<file path="config.mk">
export PLATFORM = sky130hd
export DESIGN_NAME = id_operand_fwd
export DESIGN_NICKNAME = d
export VERILOG_FILES = /design/src/rv_isa_pkg.sv /design/src/id_pipe_pkg.sv /design/src/id_operand_fwd.sv
export SDC_FILE = /design/constraint.sdc
export NUM_CORES = 1
export LEC_CHECK = 0
export ABC_AREA = 1
export BUFFER_PORTS_ARGS = -buffer_cell sky130_fd_sc_hd__buf_2
export CORE_AREA = 2 2 215 217
export DETAILED_ROUTE_END_ITERATION = 10
export DIE_AREA = 0 0 217 219
export GPL_ROUTABILITY_DRIVEN = 0
export PLACE_DENSITY_LB_ADDON = 0.2
export SLEW_MARGIN = 20
export SYNTH_ARGS = -nofsm -noshare
export SYNTH_HDL_FRONTEND = slang
export SYNTH_SLANG_ARGS = --single-unit
</file>
<file path="constraint.sdc">
create_clock -name vclk -period 1.1
set_input_delay 0.11 -clock vclk [all_inputs]
set_output_delay 0.11 -clock vclk [all_outputs]
set_load 0.01 [all_outputs]
</file>
<file path="src/rv_isa_pkg.sv">
////////////////////////////////////////////////////////////
// rv64 isa constants for the decode stage
// data width, register file geometry, pc step
// major opcode enum and decoded micro-op enum
// funct3 / funct7 codes of the kept subset
////////////////////////////////////////////////////////////
package rv_isa_pkg;

	// datapath and register file geometry
	localparam int XLEN       = 64;
	localparam int REG_ADDR_W = 5;
	localparam int NUM_REGS   = 32;

	// fall-through distance of a 32-bit instruction
	localparam logic [XLEN-1:0] PC_STEP = 'd4;

	// major opcodes, inst[6:0]
	typedef enum logic [6:0] {
		op_lui    = 7'b0110111,
		op_jal    = 7'b1101111,
		op_jalr   = 7'b1100111,
		op_branch = 7'b1100011,
		op_load   = 7'b0000011,
		op_store  = 7'b0100011,
		op_imm    = 7'b0010011,
		op_reg    = 7'b0110011
	} opcode_e;

	// decoded micro-ops
	typedef enum logic [4:0] {
		uop_nop,
		uop_add, uop_sub, uop_and, uop_or, uop_xor,
		uop_addi, uop_lui,
		uop_beq, uop_bne, uop_blt, uop_bge, uop_bltu, uop_bgeu,
		uop_jal, uop_jalr,
		uop_ld, uop_sd
	} uop_e;

	// funct3 codes
	localparam logic [2:0] F3_ADD  = 3'b000;
	localparam logic [2:0] F3_XOR  = 3'b100;
	localparam logic [2:0] F3_OR   = 3'b110;
	localparam logic [2:0] F3_AND  = 3'b111;
	localparam logic [2:0] F3_DW   = 3'b011;
	localparam logic [2:0] F3_BEQ  = 3'b000;
	localparam logic [2:0] F3_BNE  = 3'b001;
	localparam logic [2:0] F3_BLT  = 3'b100;
	localparam logic [2:0] F3_BGE  = 3'b101;
	localparam logic [2:0] F3_BLTU = 3'b110;
	localparam logic [2:0] F3_BGEU = 3'b111;

	// funct7 codes of the register ops
	localparam logic [6:0] F7_BASE = 7'b0000000;
	localparam logic [6:0] F7_ALT  = 7'b0100000;

endpackage

</file>
<file path="src/id_pipe_pkg.sv">
////////////////////////////////////////////////////////////
// pipeline structs of the decode stage
// forwarding bus, decoder control, id/ex slot
////////////////////////////////////////////////////////////
package id_pipe_pkg;

	// result bus of a later stage, also the regfile write port
	typedef struct packed {
		logic                                 valid;
		logic [rv_isa_pkg::REG_ADDR_W-1:0]    addr;
		logic [rv_isa_pkg::XLEN-1:0]          data;
	} fwd_bus_t;

	// decoder output
	typedef struct packed {
		rv_isa_pkg::uop_e                     uop;
		logic                                 rs1_en;
		logic                                 rs2_en;
		logic                                 rd_en;
		logic [rv_isa_pkg::REG_ADDR_W-1:0]    rd;
		logic                                 is_branch;
		logic                                 is_load;
		logic                                 is_store;
		logic [rv_isa_pkg::XLEN-1:0]          imm;
	} dec_ctl_t;

	// registered id/ex slot
	typedef struct packed {
		logic                                 valid;
		rv_isa_pkg::uop_e                     uop;
		logic [rv_isa_pkg::XLEN-1:0]          op1;
		logic [rv_isa_pkg::XLEN-1:0]          op2;
		logic [rv_isa_pkg::XLEN-1:0]          imm;
		logic [rv_isa_pkg::REG_ADDR_W-1:0]    rd;
		logic                                 rd_en;
		logic                                 is_load;
		logic                                 is_store;
		logic [rv_isa_pkg::XLEN-1:0]          pc;
	} id_ex_t;

endpackage

</file>
<file path="src/id_operand_fwd.sv">
////////////////////////////////////////////////////////////
// operand forwarding and load-use detect
// priority ex, ls, wb, then register file
////////////////////////////////////////////////////////////
`timescale 1ns/10ps

module id_operand_fwd (
	input  id_pipe_pkg::dec_ctl_t              ctl_i,
	input  logic [rv_isa_pkg::REG_ADDR_W-1:0]  rs1_i,
	input  logic [rv_isa_pkg::REG_ADDR_W-1:0]  rs2_i,
	input  logic [rv_isa_pkg::XLEN-1:0]        rs1_data_i,
	input  logic [rv_isa_pkg::XLEN-1:0]        rs2_data_i,
	input  id_pipe_pkg::fwd_bus_t              ex_fwd_i,
	input  id_pipe_pkg::fwd_bus_t              ls_fwd_i,
	input  id_pipe_pkg::fwd_bus_t              wb_fwd_i,
	input  logic                               ex_is_load_i,
	output logic [rv_isa_pkg::XLEN-1:0]        op1_o,
	output logic [rv_isa_pkg::XLEN-1:0]        op2_o,
	output logic                               load_use_o
);

	logic ex1_hit, ls1_hit, wb1_hit;
	logic ex2_hit, ls2_hit, wb2_hit;

	// bus carries the enabled, nonzero source register
	function automatic logic bus_hit(id_pipe_pkg::fwd_bus_t bus,
		logic [rv_isa_pkg::REG_ADDR_W-1:0] addr, logic en);
		return bus.valid && en && (addr != '0) && (bus.addr == addr);
	endfunction

	// one operand mux for both sources
	function automatic logic [rv_isa_pkg::XLEN-1:0] sel_op(logic en, logic ex_hit,
		logic ls_hit, logic wb_hit, logic [rv_isa_pkg::XLEN-1:0] rf_data);
		if (!en) return '0;
		// ex data of a load is not ready yet, so it is skipped here
		if (ex_hit && !ex_is_load_i) return ex_fwd_i.data;
		if (ls_hit) return ls_fwd_i.data;
		if (wb_hit) return wb_fwd_i.data;
		return rf_data;
	endfunction

	assign ex1_hit = bus_hit(ex_fwd_i, rs1_i, ctl_i.rs1_en);
	assign ls1_hit = bus_hit(ls_fwd_i, rs1_i, ctl_i.rs1_en);
	assign wb1_hit = bus_hit(wb_fwd_i, rs1_i, ctl_i.rs1_en);
	assign ex2_hit = bus_hit(ex_fwd_i, rs2_i, ctl_i.rs2_en);
	assign ls2_hit = bus_hit(ls_fwd_i, rs2_i, ctl_i.rs2_en);
	assign wb2_hit = bus_hit(wb_fwd_i, rs2_i, ctl_i.rs2_en);

	// bus data read inside sel_op must wake this block too
	always_comb begin
		op1_o = sel_op(ctl_i.rs1_en, ex1_hit, ls1_hit, wb1_hit, rs1_data_i);
		op2_o = sel_op(ctl_i.rs2_en, ex2_hit, ls2_hit, wb2_hit, rs2_data_i);
	end

	// load in ex feeding either source
	assign load_use_o = ex_is_load_i && (ex1_hit || ex2_hit);

endmodule

</file>
==> flow_summary.yaml <==
outcome:
  status: "complete, but fails checks"
  violations: "setup timing"
worst_setup_path:
  crit_fanout: 9
  startpoint_type: "primary input"
  crit_arrival_ns: 1.64
  crit_type: "primary input to primary output"
  cp-end-kind: "primary output"
  worstPathRequired_ns: 0.99
pwr:
  powerDensity_mw_per_mm2: 311
  irDropWorstVdd_mv: 0.192
  p_leak_nw: 9.06
  total_power_mw: 5.26
timing:
  worst_pin_slew_ns: 0.588
  tns_ns: -75.17
  finalWorstSetupSlack_ns: -0.646
  rsz0062_at_grt: "yes"
  layout_min_cycle_time_ns: 1.75
  fmax_mhz: 573
  setup_viol: 129
  fin_crit_sh_pct: 159
  maxSlewViolCount: 0
  hold_violations: 0
  relSlewSlack_pct: 60.8
yosys:
  synth_cell_types: 22
  syn_area_mm2: 0.00827
  synth_area_leaders: "nand3_1, inv_1, nand2_1"
  muxShareOfSynthArea_pct: 0
  synth_top_family_by_area: "simple AND/OR/NAND/NOR gates"
  syn_avg_cell_area_um2: 5.07
  synth_area_leader_cell: "nand3_1"
  synth.net_count: 2061
  synth-xor-area-share_pct: 0.106
  seq_area_frac_synth_pct: 0
  yosysTopAreaCellShare_pct: 21.7
  syn_inst: 1632
  synthAdderAreaFrac_pct: 0
  synth_simple_gate_area_share_pct: 53.9
  ys_warn_count: 0
  synth-compound-area-share_pct: 16.0
place:
  numPortBuffers: 480
  dpl.hpwl_mm: 38.3
finish:
  clock_buffers: 0
  seq_cells: 0
  fin_nets: 2616
  area_growth_pct: 104
  regArea_um2: 0
  drive_gt1_share_pct: 60.5
drt:
  dr.pass1.iters: 6
  wirelength_mm: 66.6
  vias_per_cell: 4.93
  num_vias: 13739
  antenna_left: 0
  drc: 0
  wire_per_inst_um: 23.9
  drt_iter0_drc: 1191
run:
  drv_cap: 0
cts:
  holdBufCountCts: 0
die:
  die_w_um: 217
  die-area_mm2: 0.0475
  coreArea_mm2: 0.0451
  start_util_pct: 18.4
  pin_count: 558
  die_h_um: 219
  num_rows: 78
global_route:
  antenna_found_initial: 6
  grt-ovfl-total: 0
  grt_pass1_vias: 13421
  grt_pass1_wl_mm: 90.2
  grtUsageTotal_pct: 25.5
  grt_max_degree: 35
min_path:
  min_path_type: "primary input to primary output"
synth_stat cells, drive strengths merged:
cell type  count
nand3        458
inv          415
nand2        408
a21oi        134
buf          114
o21ai         66
nor2          17
clkbuf        14
clkinv         4
nand4          1
xnor2          1
where the power goes:
part | internal (mW) | leakage (nW) | switching [mW]
clock | 0.000000486 | 0.0000254 | 0
sequential | 0 | 0 | 0
combinational | 2.30 | 9.06 | 2.96
layout by cell type (no fill, tap or decap), drive strengths merged:
cell type / Yosys / routed
nand4: 1 / 1
nand3: 458 / 458
clkinv: 4 / 4
diode: 0 / 4
a21oi: 134 / 134
buf: 114 / 672
xnor2: 1 / 1
nor2: 17 / 17
o21ai: 66 / 66
nand2: 408 / 408
clkbuf: 14 / 9
inv: 415 / 415
worst max-delay path, cell delays in order:
cell and delay (ns):
buf_12 0.11, inv_12 0.04, nand3_4 0.07, nor2_4 0.04, buf_6 0.11, nor2_4 0.22, nand2_8 0.19, clkbuf_16 0.24
nand2_1 0.08, nand3_2 0.12, a21oi_2 0.16, buf_2 0.13
metrics by stage:
step                      setup slack (ns)  hold WS, ns  cells  utilization [%]  instance area (µm²)
after floorplan                    -0.0740        0.373   1632                -                 9030
after global placement              -0.738        0.601   2658             26.9                12100
after detailed placement            -0.755        0.601   2658             26.9                12100
after CTS                           -0.615        0.601   2783             35.5                16000
after global routing                -0.718        0.617   2788             37.5                16900
final                               -0.646        0.600   2789             37.5                16900
routing by layer:
layer  global-route usage [%]  wire length (µm)  vias to the layer above
met4                     7.08              2020                        4
met5                        0                27                        -
met3                     4.27              5650                      149
met2                     43.3             31100                      783
li1                         -                 -                     6198
met1                     33.3             27800                     6605
area by class of cell:
class / instances / area, µm²
multi-input cells: 1085 / 8020
fillers: 4880 / 28200
well taps: 600 / 751
repair buffers: 681 / 6420
diodes: 4 / 10.0
inverters: 419 / 1690
worst paths after layout:
check | startpoint | end | slack [ns] | cells past startpoint
worst max-delay path | rs1_i[4] | op1_o[49] | -0.65 | 12
worst min-delay path | ex_fwd_i[16] | op1_o[16] | 0.60 | 4
logic make-up after synthesis:
| group | after synthesis |
|---|---|
| buf+inv | 547 |
| xor+xnor | 1 |
| compound gates | 200 |
| simple gates | 884 |
repair_timing:
item,in CTS,in global routing
buffers inserted,68,4
setup endpoints to repair,129,129
gates cloned,60,11
resized for setup,411,224
pin swaps,171,91
Note: power is estimated with default switching activity, not from simulation.
