--- config.mk ---
export PLATFORM = sky130hd
export DESIGN_NAME = id_branch_resolve
export DESIGN_NICKNAME = d
export VERILOG_FILES = /design/src/rv_isa_pkg.sv /design/src/id_branch_resolve.sv
export SDC_FILE = /design/constraint.sdc
export NUM_CORES = 1
export LEC_CHECK = 0
export BUFFER_PORTS_ARGS = -buffer_cell sky130_fd_sc_hd__buf_2
export CELL_PAD_IN_SITES_DETAIL_PLACEMENT = 1
export CELL_PAD_IN_SITES_GLOBAL_PLACEMENT = 1
export CORE_ASPECT_RATIO = 1.1
export CORE_MARGIN = 3
export CORE_UTILIZATION = 40
export DETAILED_ROUTE_END_ITERATION = 10
export PLACE_DENSITY = 0.85
export SLEW_MARGIN = 10
export SYNTH_ARGS = -nofsm -noshare
export SYNTH_HDL_FRONTEND = slang
export SYNTH_SLANG_ARGS = --single-unit
--- constraint.sdc ---
create_clock -name vclk -period 5.5
set_input_delay 0.825 -clock vclk [all_inputs]
set_output_delay 0.825 -clock vclk [all_outputs]
set_load 0.03 [all_outputs]
--- src/rv_isa_pkg.sv ---
////////////////////////////////////////////////////////////
// rv64 isa constants for the decode stage
// data width, register file geometry, pc step
// major opcode enum and decoded micro-op enum
// funct3 / funct7 codes of the kept subset
////////////////////////////////////////////////////////////
package rv_isa_pkg;

	// datapath and register file geometry
	localparam int XLEN       = 64;
	localparam int REG_ADDR_W = 5;
	localparam int NUM_REGS   = 32;

	// fall-through distance of a 32-bit instruction
	localparam logic [XLEN-1:0] PC_STEP = 'd4;

	// major opcodes, inst[6:0]
	typedef enum logic [6:0] {
		op_lui    = 7'b0110111,
		op_jal    = 7'b1101111,
		op_jalr   = 7'b1100111,
		op_branch = 7'b1100011,
		op_load   = 7'b0000011,
		op_store  = 7'b0100011,
		op_imm    = 7'b0010011,
		op_reg    = 7'b0110011
	} opcode_e;

	// decoded micro-ops
	typedef enum logic [4:0] {
		uop_nop,
		uop_add, uop_sub, uop_and, uop_or, uop_xor,
		uop_addi, uop_lui,
		uop_beq, uop_bne, uop_blt, uop_bge, uop_bltu, uop_bgeu,
		uop_jal, uop_jalr,
		uop_ld, uop_sd
	} uop_e;

	// funct3 codes
	localparam logic [2:0] F3_ADD  = 3'b000;
	localparam logic [2:0] F3_XOR  = 3'b100;
	localparam logic [2:0] F3_OR   = 3'b110;
	localparam logic [2:0] F3_AND  = 3'b111;
	localparam logic [2:0] F3_DW   = 3'b011;
	localparam logic [2:0] F3_BEQ  = 3'b000;
	localparam logic [2:0] F3_BNE  = 3'b001;
	localparam logic [2:0] F3_BLT  = 3'b100;
	localparam logic [2:0] F3_BGE  = 3'b101;
	localparam logic [2:0] F3_BLTU = 3'b110;
	localparam logic [2:0] F3_BGEU = 3'b111;

	// funct7 codes of the register ops
	localparam logic [6:0] F7_BASE = 7'b0000000;
	localparam logic [6:0] F7_ALT  = 7'b0100000;

endpackage

--- src/id_branch_resolve.sv ---
////////////////////////////////////////////////////////////
// branch and jump resolution in decode
// condition eval, misprediction check, redirect target
////////////////////////////////////////////////////////////
`timescale 1ns/10ps

module id_branch_resolve (
	input  rv_isa_pkg::uop_e            uop_i,
	input  logic [rv_isa_pkg::XLEN-1:0] imm_i,
	input  logic [rv_isa_pkg::XLEN-1:0] pc_i,
	input  logic [rv_isa_pkg::XLEN-1:0] op1_i,
	input  logic [rv_isa_pkg::XLEN-1:0] op2_i,
	input  logic                        bpu_taken_i,
	output logic                        jump_o,
	output logic [rv_isa_pkg::XLEN-1:0] jump_pc_o
);

	logic eq, lt_s, lt_u;
	logic is_cond;
	logic taken;
	logic [rv_isa_pkg::XLEN-1:0] jalr_sum;

	// compare results
	assign eq   = (op1_i == op2_i);
	assign lt_s = ($signed(op1_i) < $signed(op2_i));
	assign lt_u = (op1_i < op2_i);

	assign is_cond = uop_i inside {rv_isa_pkg::uop_beq, rv_isa_pkg::uop_bne,
		rv_isa_pkg::uop_blt, rv_isa_pkg::uop_bge, rv_isa_pkg::uop_bltu,
		rv_isa_pkg::uop_bgeu};

	always_comb begin
		case (uop_i)
			rv_isa_pkg::uop_beq:  taken = eq;
			rv_isa_pkg::uop_bne:  taken = !eq;
			rv_isa_pkg::uop_blt:  taken = lt_s;
			rv_isa_pkg::uop_bge:  taken = !lt_s;
			rv_isa_pkg::uop_bltu: taken = lt_u;
			rv_isa_pkg::uop_bgeu: taken = !lt_u;
			default:              taken = 1'b0;
		endcase
	end

	// jalr always, jal only if fetch did not predict it,
	// branches when the outcome disagrees with the bpu
	assign jump_o = (uop_i == rv_isa_pkg::uop_jalr)
		|| ((uop_i == rv_isa_pkg::uop_jal) && !bpu_taken_i)
		|| (is_cond && (taken != bpu_taken_i));

	assign jalr_sum = op1_i + imm_i;

	always_comb begin
		if (uop_i == rv_isa_pkg::uop_jalr)
			jump_pc_o = {jalr_sum[rv_isa_pkg::XLEN-1:1], 1'b0};
		else if (is_cond && bpu_taken_i && !taken)
			// predicted taken but falls through
			jump_pc_o = pc_i + rv_isa_pkg::PC_STEP;
		else
			jump_pc_o = pc_i + imm_i;
	end

endmodule

==> results by group <==
Route
  – Wirelength per Cell: 21.9 µm
  – Post-detailed-routing wire length: 51800 µm
  – First-pass iteration count of the detailed router: 5
  – Iter 0 DRT Violations: 901
  – Antenna viol nets, final: 0
  – Via count of the routed design: 14500
  – Routed via count divided by cell count: 6.11
  – Post-detailed-route DRC marker count: 0

Global route
  – Grt ovf: 0
  – GRT Overall Usage: 31.5%
  – Number of global-route vias before repair: 15000
  – Number of antenna violations at the first check in global routing: 7
  – Global-route wire length before repair: 79100 µm
  – Largest net degree at the start of global routing: 62

Pwr
  – Relative contribution of sequential cells to total power: 0%
  – Cell internal pwr: 709 µW
  – Power density over cell area: 140 mW/mm²
  – Net Sw Power: 1200 µW
  – Switch share: 62.9%
  – Pleak: 0.00658 µW
  – Clock share of power: 0%
  – Comb power frac: 100.0%
  – Maximum resistive drop on vdd: 0.104 mV

Worst setup path
  – Highest fanout seen on the critical path: 8
  – Largest incremental delay on the critical path: 0.69 ns
  – Category of the worst setup path launch point: primary input
  – Combined buffer and inverter count along the critical path: 3
  – Endpoint class of the critical path: output pin
  – Family with the most delay on the worst path: compound AO/OA/AOI/OAI gates
  – Data required time at the worst endpoint: 4.68 ns
  – Worst-path cell chain: buf_2 > ha_1 > nor2b_1 > o211ai_1 > a2111oi_0 > or4_1 > a211oi_2 > nand2_1 > xnor3_1 > o211a_4 > clkinvlp_4 > nand2_1 > o221ai_1 > buf_2
  – Data arrival time of the worst path: 4.57 ns
  – Library cell contributing the largest single delay on the critical path: or4_1
  – CP Class: in2out

Place
  – DP Area: 0.0136 mm²
  – Cell count after placement: 2364
  – Placer congestion estimate: 0.961
  – Number of port buffers: 327
  – Worst slack at placement: 0.0258 ns
  – HPWL Detailed: 45000 µm

Worst hold path
  – Worst hold path endpoint: jump_o
  – Hold-critical path depth: 3
  – Kind of path behind the tightest hold check: in2out
  – Start point of the worst hold path: bpu_taken_i

Finish
  – # clk buffers: 0
  – Final core utilization: 48.8%
  – Post-route non-filler standard cell count: 2368
  – FF+latch count: 0
  – Post-Layout Inst Area: 0.0136 mm²
  – Layout area overhead: 19.8%
  – Total number of nets in the final design: 2457
  – Flip-flop and latch area: 0 µm²
  – Fraction of final layout cells sized beyond drive strength 1: 21.2%

Clocking
  – Number of hold buffers added after CTS: 0
  – Post-CTS setup-driven buffer insertion count: 0

Synth
  – Yosys synthesis warning count: 0
  – Sequential cell area fraction in the yosys report: 0%
  – Cell accounting for the most synthesized area: ha_1
  – Ranking of synthesized cells by area: ha_1 (21%), a21oi_1 (8.8%), xnor2_1 (7.9%)
  – Cells after Synth: 1700
  – Post-synthesis average cell area: 6.69 µm²
  – Post-synthesis cell type count: 83
  – Netlist area before placement: 0.0114 mm²
  – Number of nets produced by synthesis: 2154
  – Fraction of synthesized cell area taken by the top area cell type: 20.9%

STA
  – Max transition margin: 37.3%
  – # setup viols final: 0
  – Final Hold Viols: 0
  – Final Max Slew Viols: 0
  – Unrepaired setup endpoints after global routing: false
  – Total negative slack for setup checks: 0 ns
  – Final Worst Setup Slack: 0.109 ns
  – Worst Max-Slew Pin Slew: 0.932 ns
  – Post-route clock period utilization: 98.0%
  – Fmax: 0.185 GHz
  – Min Tclk post-route: 5.39 ns

Floorplan
  – Die ar.: 0.0305 mm²
  – Die Span X: 167 µm
  – Number of rows created at floorplan: 64
  – Number of ports placed on the die boundary: 327
  – Die height: 183 µm
  – Effective utilization at floorplan: 40.7%
  – Core Region: 0.0279 mm²

Outcome
  – Outcome: completed

Flow run
  – MaxCap Viol Count: 0
through the flow:
| stage | hold slack, ns | power, µW |
|---|---|---|
| 2_1_floorplan | 1.90 | 1230 |
| 3_3_place_gp | 1.99 | 1830 |
| 4_1_cts | 1.99 | 1880 |
| 5_1_grt | 2.03 | 2060 |
| 6_report | 1.99 | 1910 |
| 3_5_place_dp | 1.99 | 1870 |
synth_stat cells, drive strengths merged (4+ instances only):
master / number
nor2: 109
a21boi: 9
nand3: 58
o311ai: 7
nor3: 34
a2111oi: 5
clkbuf: 54
nand4: 55
a221oi: 10
o311a: 4
a31oi: 15
xor2: 76
mux2i: 4
and4: 14
o21a: 20
inv: 97
a22oi: 8
nor4: 9
nand2: 183
and2: 9
ha: 190
a211o: 4
o21bai: 21
a21oi: 202
nor2b: 11
o221ai: 7
buf: 31
nand2b: 13
a41oi: 4
o31ai: 10
o211ai: 18
and3: 19
o21ai: 116
a211oi: 29
nand3b: 4
a21o: 84
xnor2: 103
a221o: 5
a31o: 4
or3: 10
worst max-delay path by stage:
stage               cells after the start       from  slack, ns            end
floorplan                              14   op2_i[1]       0.63  jump_pc_o[58]
global placement                       14   op1_i[1]       0.06  jump_pc_o[60]
detailed placement                     14   op1_i[1]       0.03  jump_pc_o[60]
CTS                                    14   op1_i[1]       0.02  jump_pc_o[60]
global route                           15  imm_i[10]      0.005  jump_pc_o[63]
finish                                 14   op1_i[1]       0.11  jump_pc_o[60]
logic make-up (layout without fill, tap and decap cells):
| logic type | Yosys count | in the layout | synth area share (%) |
|---|---|---|---|
| AOI/OAI and AO/OA | 604 | 604 | 34.5 |
| and+or+nand+nor | 537 | 537 | 23.4 |
| adders and majority gates | 192 | 192 | 21.2 |
| buffers and inverters | 182 | 483 | 6.43 |
| xor gates and xnor gates | 180 | 180 | 14.0 |
| muxes | 5 | 5 | 0.451 |
| other | 0 | 4 | 0 |
routing by layer:
metal | GRT usage (%) | up-vias | part of all wire, %
li1 | - | 6891 | -
met1 | 37.3 | 6923 | 40
met2 | 57.6 | 539 | 48
met3 | 4.12 | 118 | 6.4
met4 | 12.3 | 8 | 4.7
met5 | 0 | - | 0.091
power by group through the flow:
stage / Clock (µW) / Combinational [µW] / Sequential, µW
6_report: 0.0000974 / 1910 / 0
4_1_cts: 0 / 1880 / 0
5_1_grt: 0.0000243 / 2060 / 0
3_3_place_gp: 0 / 1830 / 0
2_1_floorplan: 0 / 1230 / 0
3_5_place_dp: 0 / 1870 / 0
layout make-up:
type                       count  area, µm²
fill                        3829      14300
multi-input combinational   1518      10700
timing repair buffer         386       2130
tap                          363        454
inverter                      97        368
antenna                        4       10.0
cells in the final DEF (no fill, tap or decap), types with 76 or more instances in the layout:
cell type / synthesis / layout
buf_2: 27 / 327
a21oi_1: 200 / 200
ha_1: 190 / 190
nand2_1: 183 / 183
nor2_1: 108 / 107
o21ai_0: 103 / 103
xnor2_1: 103 / 103
inv_1: 97 / 96
a21o_1: 84 / 84
xor2_1: 76 / 76
repair_timing:
action | in CTS | in global routing
setup endpoints to repair | 0 | 22
hold endpoints to repair | 0 | 0
resized for setup | 0 | 4
Power figures use the tool's default switching activity.
