## config.mk

```make
export PLATFORM = sky130hd
export DESIGN_NAME = id_regfile
export DESIGN_NICKNAME = d
export VERILOG_FILES = /design/src/rv_isa_pkg.sv /design/src/id_pipe_pkg.sv /design/src/id_regfile.sv
export SDC_FILE = /design/constraint.sdc
export NUM_CORES = 2
export LEC_CHECK = 0
export BUFFER_PORTS_ARGS = -buffer_cell sky130_fd_sc_hd__buf_2
export CAP_MARGIN = 20
export CORE_UTILIZATION = 54
export CTS_CLUSTER_DIAMETER = 80
export DETAILED_ROUTE_END_ITERATION = 8
export GPL_ROUTABILITY_DRIVEN = 0
export PLACE_DENSITY_LB_ADDON = 0.08
export SLEW_MARGIN = 10
export SYNTH_ARGS = -nofsm -noshare
export SYNTH_HDL_FRONTEND = slang
export SYNTH_SLANG_ARGS = --single-unit
```

## constraint.sdc

```tcl
create_clock -name clk -period 2.35 [get_ports clk]
set_input_delay 0.1175 -clock clk [delete_from_list [all_inputs] [get_ports clk]]
set_output_delay 0.1175 -clock clk [all_outputs]
set_load 0.01 [all_outputs]
```

## src/rv_isa_pkg.sv

```systemverilog
////////////////////////////////////////////////////////////
// rv64 isa constants for the decode stage
// data width, register file geometry, pc step
// major opcode enum and decoded micro-op enum
// funct3 / funct7 codes of the kept subset
////////////////////////////////////////////////////////////
package rv_isa_pkg;

	// datapath and register file geometry
	localparam int XLEN       = 64;
	localparam int REG_ADDR_W = 5;
	localparam int NUM_REGS   = 32;

	// fall-through distance of a 32-bit instruction
	localparam logic [XLEN-1:0] PC_STEP = 'd4;

	// major opcodes, inst[6:0]
	typedef enum logic [6:0] {
		op_lui    = 7'b0110111,
		op_jal    = 7'b1101111,
		op_jalr   = 7'b1100111,
		op_branch = 7'b1100011,
		op_load   = 7'b0000011,
		op_store  = 7'b0100011,
		op_imm    = 7'b0010011,
		op_reg    = 7'b0110011
	} opcode_e;

	// decoded micro-ops
	typedef enum logic [4:0] {
		uop_nop,
		uop_add, uop_sub, uop_and, uop_or, uop_xor,
		uop_addi, uop_lui,
		uop_beq, uop_bne, uop_blt, uop_bge, uop_bltu, uop_bgeu,
		uop_jal, uop_jalr,
		uop_ld, uop_sd
	} uop_e;

	// funct3 codes
	localparam logic [2:0] F3_ADD  = 3'b000;
	localparam logic [2:0] F3_XOR  = 3'b100;
	localparam logic [2:0] F3_OR   = 3'b110;
	localparam logic [2:0] F3_AND  = 3'b111;
	localparam logic [2:0] F3_DW   = 3'b011;
	localparam logic [2:0] F3_BEQ  = 3'b000;
	localparam logic [2:0] F3_BNE  = 3'b001;
	localparam logic [2:0] F3_BLT  = 3'b100;
	localparam logic [2:0] F3_BGE  = 3'b101;
	localparam logic [2:0] F3_BLTU = 3'b110;
	localparam logic [2:0] F3_BGEU = 3'b111;

	// funct7 codes of the register ops
	localparam logic [6:0] F7_BASE = 7'b0000000;
	localparam logic [6:0] F7_ALT  = 7'b0100000;

endpackage

```

## src/id_pipe_pkg.sv

```systemverilog
////////////////////////////////////////////////////////////
// pipeline structs of the decode stage
// forwarding bus, decoder control, id/ex slot
////////////////////////////////////////////////////////////
package id_pipe_pkg;

	// result bus of a later stage, also the regfile write port
	typedef struct packed {
		logic                                 valid;
		logic [rv_isa_pkg::REG_ADDR_W-1:0]    addr;
		logic [rv_isa_pkg::XLEN-1:0]          data;
	} fwd_bus_t;

	// decoder output
	typedef struct packed {
		rv_isa_pkg::uop_e                     uop;
		logic                                 rs1_en;
		logic                                 rs2_en;
		logic                                 rd_en;
		logic [rv_isa_pkg::REG_ADDR_W-1:0]    rd;
		logic                                 is_branch;
		logic                                 is_load;
		logic                                 is_store;
		logic [rv_isa_pkg::XLEN-1:0]          imm;
	} dec_ctl_t;

	// registered id/ex slot
	typedef struct packed {
		logic                                 valid;
		rv_isa_pkg::uop_e                     uop;
		logic [rv_isa_pkg::XLEN-1:0]          op1;
		logic [rv_isa_pkg::XLEN-1:0]          op2;
		logic [rv_isa_pkg::XLEN-1:0]          imm;
		logic [rv_isa_pkg::REG_ADDR_W-1:0]    rd;
		logic                                 rd_en;
		logic                                 is_load;
		logic                                 is_store;
		logic [rv_isa_pkg::XLEN-1:0]          pc;
	} id_ex_t;

endpackage

```

## src/id_regfile.sv

```systemverilog
////////////////////////////////////////////////////////////
// 32 x 64 integer register file
// two async reads, one sync write, x0 fixed at zero
////////////////////////////////////////////////////////////
`timescale 1ns/10ps

module id_regfile (
	input  logic                               clk,
	input  logic                               rst_i,
	input  logic [rv_isa_pkg::REG_ADDR_W-1:0]  rs1_addr_i,
	input  logic [rv_isa_pkg::REG_ADDR_W-1:0]  rs2_addr_i,
	output logic [rv_isa_pkg::XLEN-1:0]        rs1_data_o,
	output logic [rv_isa_pkg::XLEN-1:0]        rs2_data_o,
	input  id_pipe_pkg::fwd_bus_t              wr_i
);

	logic [rv_isa_pkg::XLEN-1:0] regs [rv_isa_pkg::NUM_REGS];

	always_ff @(posedge clk) begin
		if (rst_i) begin
			for (int i = 0; i < rv_isa_pkg::NUM_REGS; i++) regs[i] <= '0;
		end else if (wr_i.valid && wr_i.addr != '0) begin
			regs[wr_i.addr] <= wr_i.data;
		end
	end

	// x0 reads zero regardless of contents
	assign rs1_data_o = (rs1_addr_i == '0) ? '0 : regs[rs1_addr_i];
	assign rs2_data_o = (rs2_addr_i == '0) ? '0 : regs[rs2_addr_i];

endmodule

```

==> summary.txt <==
Worst setup path
  • CP cell instances: mux4_2 > mux2i_1 > nor2_1 > a211oi_2 > nor4_4 > buf_2
  • Worst Path Arrival: 2.74 ns
  • CP peak stage delay: between 0.6 and 0.7 ns
  • Critical path class: reg -> out
  • Max FO, Critical Path: 2
  • Crit end category: primary output
  • CP max-delay cell: nor4_4
  • Crit start category: flop
  • Top Family by Delay on Critical Path: simple AND/OR/NAND/NOR gates
  • CP required: 2.23 ns
  • Critical path buffer and inverter count: 1

Final layout
  • Nets: 7534
  • Top Registers: regs: 2048 flops
  • Area delta synth->final: 18.0%
  • Largest register by flop count: regs
  • Share of cells above drive strength 1: 32.7%
  • Flip-flop count of the largest register after layout: 2048
  • Fillers: 14.0k
  • Finished Layout Cells: 10.3k
  • Core Util, Final: ~64%

STA
  • Final Hold Fails: 0
  • Final worst slack: -0.512 ns
  • RSZ-0062 raised after global routing: true
  • Setup TNS: -42.59 ns
  • Worst slew pin tran: roughly 1.1 ns
  • Count of pins over their slew limit: 0
  • Max_slew headroom: 28.8%
  • Minimum clock period after layout: 2.86 ns
  • Setup violations, final: 128
  • Period utilization: 122%
  • Fmax: 0.349 GHz

Global routing
  • Vias in the first global route: roughly 73k
  • GRT Residual Overflow: 0
  • Antenna violations before repair: 65
  • Largest net degree at the start of global routing: 96
  • First-pass GRT wire length: 585 mm
  • GRT Util Overall: a little over two fifths

Power
  • Total Power: 91300 uW
  • VDD IR max: 0.883 mV
  • Leak pwr: 0.0451 uW
  • Pwr dens: 715 nW/um^2

Route
  • DRT Wirelength: 429 mm
  • Antenna-violating nets left: 0
  • WL/cell: 41.6 um
  • Remaining DRCs: 0
  • Via-per-instance ratio: 7.19
  • Routed vias: 74.3k
  • Pre-antenna DRT Iters: 6
  • 1st-iter DRT viols: 13.7k

Synth
  • Synth area leaders: edfxtp_1 57%, mux4_2 19%, and2_1 11%
  • Post-synthesis cell type count: 44
  • Synthesized cell area: 108000 um^2
  • Syn. warnings: 0
  • Post-Synthesis Cells: around 7.1k
  • Post-synthesis sequential area ratio: 56.8%
  • Most common flop cell mapped by yosys: edfxtp_1
  • Top-count cell post-synth: edfxtp_1
  • Avg Cell Area, Syn: 15.3 um^2
  • Post-synth top area share: 56.8%
  • Register bit count reported by yosys: 2048
  • Synth async-reset ratio: 0%
  • Commonest cells in the netlist: 2048 x edfxtp_1, 1986 x and2_1, 906 x mux4_2
  • Area leader, netlist: edfxtp_1
  • EDFF count, synth: around 2.0k

Min path
  • Hold Crit Start: wr_i[66]
  • Tightest Hold Check Type: in -> reg
  • Worst Hold Path Cells: 4
  • WHS Endpoint: regs[6][9]$_SDFFCE_PN0P_

Floorplan
  • Die Ht: 450 um
  • Core ar.: just under 200000 um^2
  • Num rows: 163
  • Die width: 450 um
  • Die area: 202000 um^2
  • Starting Density: a little over half
  • Number of I/O pins: 210

Clock network
  • H-tree level count: 4
  • TritonCTS clock tree: done
  • CTS root buf: clkbuf_16
  • Reg clk slew, reported paths: ~0.06 ns
  • Clock Sinks: roughly 2k
  • CTS Buf Count: approximately 220
  • Clock buffer depth: 3

Outcome
  • Failing checks: negative setup slack
  • Status: finished with violations

Place
  • Number of buffers added on ports: around 210
  • Cell Count Post-Placement: ~9.8k
  • Dpl hpwl: roughly 250 mm

Flow run
  • Max-cap violation count: 0
==> layer usage <==
| layer | part of all wire (%) | vias to the layer above | GRT usage [%] |
|---|---|---|---|
| met5 | 0.010 | - | 0 |
| met4 | 6.4 | 8 | 25.1 |
| met3 | 14 | 1396 | 12.5 |
| met2 | 45 | 6696 | 63.1 |
| met1 | 34 | 38100 | 54.9 |
| li1 | - | 28100 | - |
==> cell usage in the layout, fill, tap and decap left out, types with 100 or more instances in the layout <==
| cell type | n |
|---|---|
| buf_12 | 246 |
| clkbuf_16 | 220 |
| buf_4 | 379 |
| buf_2 | 100 |
| mux4_2 | 906 |
| mux2i_1 | 355 |
| buf_6 | 107 |
| mux2_2 | 106 |
| and2_1 | 1985 |
| edfxtp_1 | 2048 |
==> power breakdown <==
group | leakage, uW | switching [uW] | internal (uW)
registers | 0.0195 | 1040 | 42200
logic | 0.0222 | 7700 | 6020
clock network | 0.00338 | 15100 | 19200
total | 0.0451 | 23900 | 67400
==> repair_timing <==
item	4_1_cts	5_1_grt
endpoints found under the setup margin	128	128
endpoints found under the hold margin	2013	0
hold buffers	65	0
setup buffers	13	20
pin swaps	234	60
gates cloned	0	0
resized for setup	414	67
==> cell type report <==
| cell class | instances | area (um^2) | area share [%] |
|---|---|---|---|
| Clock buffer | 265 | 5670 | 4.44 |
| Multi-Input combinational cell | 4278 | 45700 | 35.7 |
| Antenna cell | 55 | 138 | 0.108 |
| Tap cell | 2640 | 3300 | 2.59 |
| Timing Repair Buffer | 904 | 10200 | 8.01 |
| Inverter | 2 | 8.76 | 0.00686 |
| Clock inverter | 137 | 1220 | 0.956 |
| Sequential cell | 2048 | 61500 | 48.1 |
==> through the flow <==
step           hold WS, ns  instance area (um^2)  setup WS (ns)
2_1_floorplan        0.316                108000         0.0133
3_3_place_gp         0.721                118000          -1.22
3_5_place_dp         0.729                118000         -0.512
4_1_cts             0.0762                127000         -0.509
5_1_grt              0.118                128000         -0.561
6_report             0.124                128000         -0.512
==> cell families (layout without fill, tap and decap cells) <==
| group | count (synthesis) | count (layout) | synth area share (%) |
|---|---|---|---|
| mux | 1391 | 1391 | 23.5 |
| buf+inv | 792 | 1308 | 3.17 |
| other cells | 1 | 119 | 0.00346 |
| compound gates | 539 | 539 | 3.75 |
| flops | 2048 | 2048 | 56.8 |
| simple gates | 2284 | 2284 | 12.8 |
==> how the worst max path moves through the flow <==
stage / slack, ns / depth (start not counted) / start / end
final: -0.51 / 6 / regs[20][10]$_SDFFCE_PN0P_ / rs1_data_o[10]
after floorplan: 0.01 / 6 / rst_i / regs[12][0]$_SDFFCE_PN0P_
after global routing: -0.56 / 7 / regs[7][37]$_SDFFCE_PN0P_ / rs1_data_o[37]
after global placement: -1.22 / 7 / rs1_addr_i[1] / rs1_data_o[23]
after CTS: -0.51 / 4 / regs[27][41]$_SDFFCE_PN0P_ / rs1_data_o[41]
after detailed placement: -0.51 / 10 / rs1_addr_i[0] / rs1_data_o[32]
==> tightest hold or removal path: stages <==
cell and delay (ns):
buf_2 0.15, nand2_1 0.30, nor2_4 0.11, and2_1 0.17
(Power assumes the default switching activity.)
