$ cat src/rv_isa_pkg.sv
////////////////////////////////////////////////////////////
// rv64 isa constants for the decode stage
// data width, register file geometry, pc step
// major opcode enum and decoded micro-op enum
// funct3 / funct7 codes of the kept subset
////////////////////////////////////////////////////////////
package rv_isa_pkg;

	// datapath and register file geometry
	localparam int XLEN       = 64;
	localparam int REG_ADDR_W = 5;
	localparam int NUM_REGS   = 32;

	// fall-through distance of a 32-bit instruction
	localparam logic [XLEN-1:0] PC_STEP = 'd4;

	// major opcodes, inst[6:0]
	typedef enum logic [6:0] {
		op_lui    = 7'b0110111,
		op_jal    = 7'b1101111,
		op_jalr   = 7'b1100111,
		op_branch = 7'b1100011,
		op_load   = 7'b0000011,
		op_store  = 7'b0100011,
		op_imm    = 7'b0010011,
		op_reg    = 7'b0110011
	} opcode_e;

	// decoded micro-ops
	typedef enum logic [4:0] {
		uop_nop,
		uop_add, uop_sub, uop_and, uop_or, uop_xor,
		uop_addi, uop_lui,
		uop_beq, uop_bne, uop_blt, uop_bge, uop_bltu, uop_bgeu,
		uop_jal, uop_jalr,
		uop_ld, uop_sd
	} uop_e;

	// funct3 codes
	localparam logic [2:0] F3_ADD  = 3'b000;
	localparam logic [2:0] F3_XOR  = 3'b100;
	localparam logic [2:0] F3_OR   = 3'b110;
	localparam logic [2:0] F3_AND  = 3'b111;
	localparam logic [2:0] F3_DW   = 3'b011;
	localparam logic [2:0] F3_BEQ  = 3'b000;
	localparam logic [2:0] F3_BNE  = 3'b001;
	localparam logic [2:0] F3_BLT  = 3'b100;
	localparam logic [2:0] F3_BGE  = 3'b101;
	localparam logic [2:0] F3_BLTU = 3'b110;
	localparam logic [2:0] F3_BGEU = 3'b111;

	// funct7 codes of the register ops
	localparam logic [6:0] F7_BASE = 7'b0000000;
	localparam logic [6:0] F7_ALT  = 7'b0100000;

endpackage

$ cat src/id_pipe_pkg.sv
////////////////////////////////////////////////////////////
// pipeline structs of the decode stage
// forwarding bus, decoder control, id/ex slot
////////////////////////////////////////////////////////////
package id_pipe_pkg;

	// result bus of a later stage, also the regfile write port
	typedef struct packed {
		logic                                 valid;
		logic [rv_isa_pkg::REG_ADDR_W-1:0]    addr;
		logic [rv_isa_pkg::XLEN-1:0]          data;
	} fwd_bus_t;

	// decoder output
	typedef struct packed {
		rv_isa_pkg::uop_e                     uop;
		logic                                 rs1_en;
		logic                                 rs2_en;
		logic                                 rd_en;
		logic [rv_isa_pkg::REG_ADDR_W-1:0]    rd;
		logic                                 is_branch;
		logic                                 is_load;
		logic                                 is_store;
		logic [rv_isa_pkg::XLEN-1:0]          imm;
	} dec_ctl_t;

	// registered id/ex slot
	typedef struct packed {
		logic                                 valid;
		rv_isa_pkg::uop_e                     uop;
		logic [rv_isa_pkg::XLEN-1:0]          op1;
		logic [rv_isa_pkg::XLEN-1:0]          op2;
		logic [rv_isa_pkg::XLEN-1:0]          imm;
		logic [rv_isa_pkg::REG_ADDR_W-1:0]    rd;
		logic                                 rd_en;
		logic                                 is_load;
		logic                                 is_store;
		logic [rv_isa_pkg::XLEN-1:0]          pc;
	} id_ex_t;

endpackage

$ cat src/id_decoder.sv
////////////////////////////////////////////////////////////
// instruction decoder
// micro-op select, register enables, immediates
////////////////////////////////////////////////////////////
`timescale 1ns/10ps

module id_decoder (
	input  logic [31:0]           inst_i,
	output id_pipe_pkg::dec_ctl_t ctl_o
);

	rv_isa_pkg::opcode_e opc;
	logic [2:0] funct3;
	logic [6:0] funct7;
	logic [rv_isa_pkg::XLEN-1:0] imm_i;
	logic [rv_isa_pkg::XLEN-1:0] imm_s;
	logic [rv_isa_pkg::XLEN-1:0] imm_b;
	logic [rv_isa_pkg::XLEN-1:0] imm_u;
	logic [rv_isa_pkg::XLEN-1:0] imm_j;

	assign opc    = rv_isa_pkg::opcode_e'(inst_i[6:0]);
	assign funct3 = inst_i[14:12];
	assign funct7 = inst_i[31:25];

	// sign-extended immediates, inst[31] is always the sign
	assign imm_i = {{(rv_isa_pkg::XLEN-12){inst_i[31]}}, inst_i[31:20]};
	assign imm_s = {{(rv_isa_pkg::XLEN-12){inst_i[31]}}, inst_i[31:25], inst_i[11:7]};
	assign imm_b = {{(rv_isa_pkg::XLEN-13){inst_i[31]}}, inst_i[31], inst_i[7],
		inst_i[30:25], inst_i[11:8], 1'b0};
	assign imm_u = {{(rv_isa_pkg::XLEN-32){inst_i[31]}}, inst_i[31:12], 12'b0};
	assign imm_j = {{(rv_isa_pkg::XLEN-21){inst_i[31]}}, inst_i[31], inst_i[19:12],
		inst_i[20], inst_i[30:21], 1'b0};

	always_comb begin
		// default is a nop with nothing enabled
		ctl_o     = '0;
		ctl_o.uop = rv_isa_pkg::uop_nop;
		ctl_o.rd  = inst_i[11:7];
		case (opc)
			rv_isa_pkg::op_lui: begin
				ctl_o.uop   = rv_isa_pkg::uop_lui;
				ctl_o.rd_en = 1'b1;
				ctl_o.imm   = imm_u;
			end
			rv_isa_pkg::op_jal: begin
				ctl_o.uop   = rv_isa_pkg::uop_jal;
				ctl_o.rd_en = 1'b1;
				ctl_o.imm   = imm_j;
			end
			rv_isa_pkg::op_jalr: begin
				if (funct3 == rv_isa_pkg::F3_ADD) begin
					ctl_o.uop    = rv_isa_pkg::uop_jalr;
					ctl_o.rs1_en = 1'b1;
					ctl_o.rd_en  = 1'b1;
					ctl_o.imm    = imm_i;
				end
			end
			rv_isa_pkg::op_branch: begin
				case (funct3)
					rv_isa_pkg::F3_BEQ:  ctl_o.uop = rv_isa_pkg::uop_beq;
					rv_isa_pkg::F3_BNE:  ctl_o.uop = rv_isa_pkg::uop_bne;
					rv_isa_pkg::F3_BLT:  ctl_o.uop = rv_isa_pkg::uop_blt;
					rv_isa_pkg::F3_BGE:  ctl_o.uop = rv_isa_pkg::uop_bge;
					rv_isa_pkg::F3_BLTU: ctl_o.uop = rv_isa_pkg::uop_bltu;
					rv_isa_pkg::F3_BGEU: ctl_o.uop = rv_isa_pkg::uop_bgeu;
					default:             ctl_o.uop = rv_isa_pkg::uop_nop;
				endcase
				// funct3 010/011 stay a nop
				if (ctl_o.uop != rv_isa_pkg::uop_nop) begin
					ctl_o.rs1_en    = 1'b1;
					ctl_o.rs2_en    = 1'b1;
					ctl_o.is_branch = 1'b1;
					ctl_o.imm       = imm_b;
				end
			end
			rv_isa_pkg::op_load: begin
				// only ld is kept
				if (funct3 == rv_isa_pkg::F3_DW) begin
					ctl_o.uop     = rv_isa_pkg::uop_ld;
					ctl_o.rs1_en  = 1'b1;
					ctl_o.rd_en   = 1'b1;
					ctl_o.is_load = 1'b1;
					ctl_o.imm     = imm_i;
				end
			end
			rv_isa_pkg::op_store: begin
				if (funct3 == rv_isa_pkg::F3_DW) begin
					ctl_o.uop      = rv_isa_pkg::uop_sd;
					ctl_o.rs1_en   = 1'b1;
					ctl_o.rs2_en   = 1'b1;
					ctl_o.is_store = 1'b1;
					ctl_o.imm      = imm_s;
				end
			end
			rv_isa_pkg::op_imm: begin
				if (funct3 == rv_isa_pkg::F3_ADD) begin
					ctl_o.uop    = rv_isa_pkg::uop_addi;
					ctl_o.rs1_en = 1'b1;
					ctl_o.rd_en  = 1'b1;
					ctl_o.imm    = imm_i;
				end
			end
			rv_isa_pkg::op_reg: begin
				case ({funct7, funct3})
					{rv_isa_pkg::F7_BASE, rv_isa_pkg::F3_ADD}: ctl_o.uop = rv_isa_pkg::uop_add;
					{rv_isa_pkg::F7_ALT,  rv_isa_pkg::F3_ADD}: ctl_o.uop = rv_isa_pkg::uop_sub;
					{rv_isa_pkg::F7_BASE, rv_isa_pkg::F3_AND}: ctl_o.uop = rv_isa_pkg::uop_and;
					{rv_isa_pkg::F7_BASE, rv_isa_pkg::F3_OR}:  ctl_o.uop = rv_isa_pkg::uop_or;
					{rv_isa_pkg::F7_BASE, rv_isa_pkg::F3_XOR}: ctl_o.uop = rv_isa_pkg::uop_xor;
					default:                                   ctl_o.uop = rv_isa_pkg::uop_nop;
				endcase
				if (ctl_o.uop != rv_isa_pkg::uop_nop) begin
					ctl_o.rs1_en = 1'b1;
					ctl_o.rs2_en = 1'b1;
					ctl_o.rd_en  = 1'b1;
				end
			end
			default: begin
				ctl_o.uop = rv_isa_pkg::uop_nop;
			end
		endcase
		// no writeback to x0, none for stores and branches
		if (ctl_o.rd == '0 || ctl_o.is_branch || ctl_o.is_store) begin
			ctl_o.rd_en = 1'b0;
		end
	end

endmodule

$ cat config.mk
export PLATFORM = sky130hd
export DESIGN_NAME = id_decoder
export DESIGN_NICKNAME = d
export VERILOG_FILES = /design/src/rv_isa_pkg.sv /design/src/id_pipe_pkg.sv /design/src/id_decoder.sv
export SDC_FILE = /design/constraint.sdc
export NUM_CORES = 1
export LEC_CHECK = 0
export BUFFER_PORTS_ARGS = -buffer_cell sky130_fd_sc_hd__buf_4
export CAP_MARGIN = 5
export CORE_UTILIZATION = 40
export DETAILED_ROUTE_END_ITERATION = 7
export PLACE_DENSITY = 0.9
export REMOVE_ABC_BUFFERS = 1
export SETUP_SLACK_MARGIN = 0.15
export SYNTH_ARGS = -nofsm -noshare
export SYNTH_HDL_FRONTEND = slang
export SYNTH_SLANG_ARGS = --single-unit
export TNS_END_PERCENT = 20
$ cat constraint.sdc
create_clock -name vclk -period 3.9
set_input_delay 0.585 -clock vclk [all_inputs]
set_output_delay 0.585 -clock vclk [all_outputs]
set_load 0.02 [all_outputs]
==> impl_table.tex <==
\begin{tabular}{lr}
\hline
Metric & Value \\
\hline
\multicolumn{2}{l}{\textbf{Pwr}} \\
Maximum vdd ir drop & 0.04183 mV \\
Cell Pwr Density & 58.05 nW/µm² \\
Leakage power & 1.057 nW \\
\multicolumn{2}{l}{\textbf{Floorplanning}} \\
Count of pins on the block boundary & 112 \\
Die Outline Area & 2823 µm² \\
Effective utilization at floorplan & 0.4222 \\
Std-Cell Core Area & 2477 µm² \\
Width of the die & 53.14 µm \\
Row count & 18 \\
Chip Height & 53.14 µm \\
\multicolumn{2}{l}{\textbf{Global routing}} \\
Number of global-route vias before repair & 1051 \\
Initial antenna violation count & 0 \\
Residual overflow from global routing & 0 \\
Wire length of the first global-routing pass & 5043 µm \\
Pin count of the biggest net entering global routing & 34 \\
Total track usage & 0.2284 \\
\multicolumn{2}{l}{\textbf{STA}} \\
Final Hold Fails & 0 \\
Number of pins with negative max-slew slack in the final report & 0 \\
Rel. slew slack & 0.5373 \\
Final setup vio count & 0 \\
Top achievable clock speed & 328.3 MHz \\
Setup repair after global routing missed its margin & false \\
Transition time at the pin with the least slew margin & 0.6887 ns \\
Setup slack of the critical path after layout & 0.8542 ns \\
Crit path time final & 3.046 ns \\
Tcrit/Tclk final & 0.7810 \\
\multicolumn{2}{l}{\textbf{Worst setup path}} \\
Max Fanout on Critical Path & 33 \\
Worst endpoint required time & 3.31 ns \\
Worst path arrival time & 2.46 ns \\
Worst setup EP type & output port \\
Critical setup path kind & in -> out \\
Critical Path Start Type & input pin \\
\multicolumn{2}{l}{\textbf{Job}} \\
Max-cap viol count & 0 \\
\multicolumn{2}{l}{\textbf{Final layout}} \\
Final standard cell area without fillers & 1618 µm² \\
Clock Buffer Count & 0 \\
Number of diodes & 0 \\
Flip-flop and latch count & 0 \\
Area used by sequential logic in the layout & 0 µm² \\
Area Overhead vs Synth & 54.66\% \\
Layout cells sized above 1 & 0.5545 \\
NumNets Final & 254 \\
\multicolumn{2}{l}{\textbf{Synthesis}} \\
Largest cells by area after synthesis & sky130\_fd\_sc\_hd\_\_buf\_4 (27\%), sky130\_fd\_sc\_hd\_\_a21o\_1 (14\%), sky130\_fd\_sc\_hd\_\_and2\_1 (5.4\%) \\
Warnings, synthesis & 0 \\
Post-synthesis mux area share & 0.01077 \\
Area share of the largest cell type after synthesis & 0.2656 \\
Compound-gate portion of the synthesized area & 0.3469 \\
Avg Inst Size Synth & 6.973 µm² \\
Area fraction in and, or, nand and nor cells after synthesis & 0.3242 \\
Post-synthesis share of cell area spent on full adders, half adders and majority gates & 0 \\
Xor/xnor cell area share of the yosys netlist & 0 \\
Mapped cell area & 1046 µm² \\
Mapped Cells & 150 \\
Number of different library cells in the post-synthesis netlist & 42 \\
Share of synthesized area occupied by flip-flops and latches & 0 \\
Main combinational cell family by area after synthesis & compound AO/OA/AOI/OAI gates \\
Cell type with the largest total area after synthesis & sky130\_fd\_sc\_hd\_\_buf\_4 \\
\multicolumn{2}{l}{\textbf{Hold path}} \\
Type of the tightest min-delay check & in -> out \\
Cell depth of the worst hold path & 2 \\
End point of the worst hold path & ctl\_o[71] \\
Worst Min Path Start & inst\_i[11] \\
\multicolumn{2}{l}{\textbf{Drt}} \\
Wire length per cell after detailed routing & 13.95 µm \\
Count of vias placed by the detailed router & 1292 \\
Vias per std cell & 5.168 \\
Final ANT Viol Nets & 0 \\
Count of routing violations after the opening detailed-route iteration & 34 \\
DR pass1 iterations & 4 \\
Routed wire length & 3488 µm \\
DRC violation count after routing & 0 \\
\multicolumn{2}{l}{\textbf{CTS}} \\
Setup fix buffers added after clock tree synthesis & 0 \\
Hold-fix buffers at CTS & 0 \\
Gates resized, CTS repair & 0 \\
\multicolumn{2}{l}{\textbf{Place}} \\
Buffers added on ports & 112 \\
Cell area after placement & 1618 µm² \\
GPL Wtd Cong & 0.8812 \\
Worst setup slack after placement & 0.9092 ns \\
Placed wire-length estimate after detailed placement & 2798 µm \\
\multicolumn{2}{l}{\textbf{Outcome}} \\
Status & finished, final reports clean \\
\hline
\end{tabular}
-- cell families (layout without fill, tap and decap cells) --
group,after synthesis,after routing
compound gates,45,45
buf+inv,47,117
mux,1,1
simple gates,57,57
-- cell usage after synthesis --
cell                        instances
sky130_fd_sc_hd__and3_1             5
sky130_fd_sc_hd__nand2_1           11
sky130_fd_sc_hd__o2bb2ai_1          1
sky130_fd_sc_hd__buf_6              2
sky130_fd_sc_hd__o211ai_1           2
sky130_fd_sc_hd__nand4b_1           1
sky130_fd_sc_hd__a21oi_1            2
sky130_fd_sc_hd__and3b_2            1
sky130_fd_sc_hd__o21ai_0            4
sky130_fd_sc_hd__a31oi_4            1
sky130_fd_sc_hd__and2_1             9
sky130_fd_sc_hd__and4b_1            1
sky130_fd_sc_hd__mux2_2             1
sky130_fd_sc_hd__a21o_1            20
sky130_fd_sc_hd__a22oi_1            1
sky130_fd_sc_hd__clkbuf_1           3
sky130_fd_sc_hd__and3b_1            1
sky130_fd_sc_hd__nor4bb_1           1
sky130_fd_sc_hd__buf_2              2
sky130_fd_sc_hd__buf_4             37
sky130_fd_sc_hd__a21oi_4            2
sky130_fd_sc_hd__nor2_1             6
sky130_fd_sc_hd__and2b_1            1
sky130_fd_sc_hd__o31ai_1            1
sky130_fd_sc_hd__nand3_1            7
sky130_fd_sc_hd__nand2b_1           2
sky130_fd_sc_hd__a211oi_1           1
sky130_fd_sc_hd__inv_1              3
sky130_fd_sc_hd__o22ai_1            1
sky130_fd_sc_hd__a22o_1             4
sky130_fd_sc_hd__nand4_1            1
sky130_fd_sc_hd__nor4b_1            1
sky130_fd_sc_hd__or4_1              1
sky130_fd_sc_hd__a31oi_1            3
sky130_fd_sc_hd__nor3b_1            1
sky130_fd_sc_hd__or2b_1             1
sky130_fd_sc_hd__nor4_1             1
sky130_fd_sc_hd__o41a_1             1
sky130_fd_sc_hd__a32o_2             1
sky130_fd_sc_hd__nor2b_1            1
sky130_fd_sc_hd__nor3_1             2
sky130_fd_sc_hd__and4bb_2           2
-- placed cells by master (no fill, tap or decap), drive strengths merged, types with 5 or more instances in the layout --
cell type,n
buf,114
a21o,20
nand2,11
and2,9
nand3,7
nor2,6
and3,5
-- critical path, cell delays in order --
cell and delay, ns:
sky130_fd_sc_hd__buf_4 0.14, sky130_fd_sc_hd__nor4bb_1 0.30, sky130_fd_sc_hd__buf_4 0.21, sky130_fd_sc_hd__nor3b_1 0.24, sky130_fd_sc_hd__and2_1 0.29, sky130_fd_sc_hd__o41a_1 0.19, sky130_fd_sc_hd__buf_4 0.29, sky130_fd_sc_hd__buf_4 0.21
-- layer usage --
metal	vias to the layer above	track usage	wire [µm]
met5	-	0	0
met1	586	0.3266	1513
li1	647	-	-
met4	0	0	0
met3	0	0.005747	275
met2	59	0.3987	1699
-- how the worst max path moves through the flow --
stage	to	from
finish	ctl_o[58]	inst_i[3]
global route	ctl_o[58]	inst_i[3]
CTS	ctl_o[48]	inst_i[3]
detailed placement	ctl_o[48]	inst_i[3]
global placement	ctl_o[54]	inst_i[3]
floorplan	ctl_o[31]	inst_i[0]
-- metrics by stage --
step,hold slack [ns],total power [mW],util,setup TNS [ns],std cells
after CTS,1.388,0.09320,0.6530,0,250
after global placement,1.385,0.09133,0.6530,0,250
after detailed placement,1.388,0.09303,0.6530,0,250
final,1.387,0.09391,0.6530,0,250
after global routing,1.395,0.1016,0.6530,0,250
after floorplan,1.170,0.03174,-,-107.58,106
-- power breakdown --
group / internal (mW) / leakage (nW) / switching [mW] / total [mW]
Sequential: 0 / 0 / 0 / 0
Combinational: 0.0451 / 1.06 / 0.0488 / 0.0939
Clock: 0 / 0 / 0 / 0
-- layout make-up --
cell class                 instances  area (µm²)
inverter                           3       11.26
multi-input combinational        103       713.2
tap                               30       37.54
fill                             223       859.6
timing repair buffer             114       855.8
Note: power is estimated with default switching activity, not from simulation.
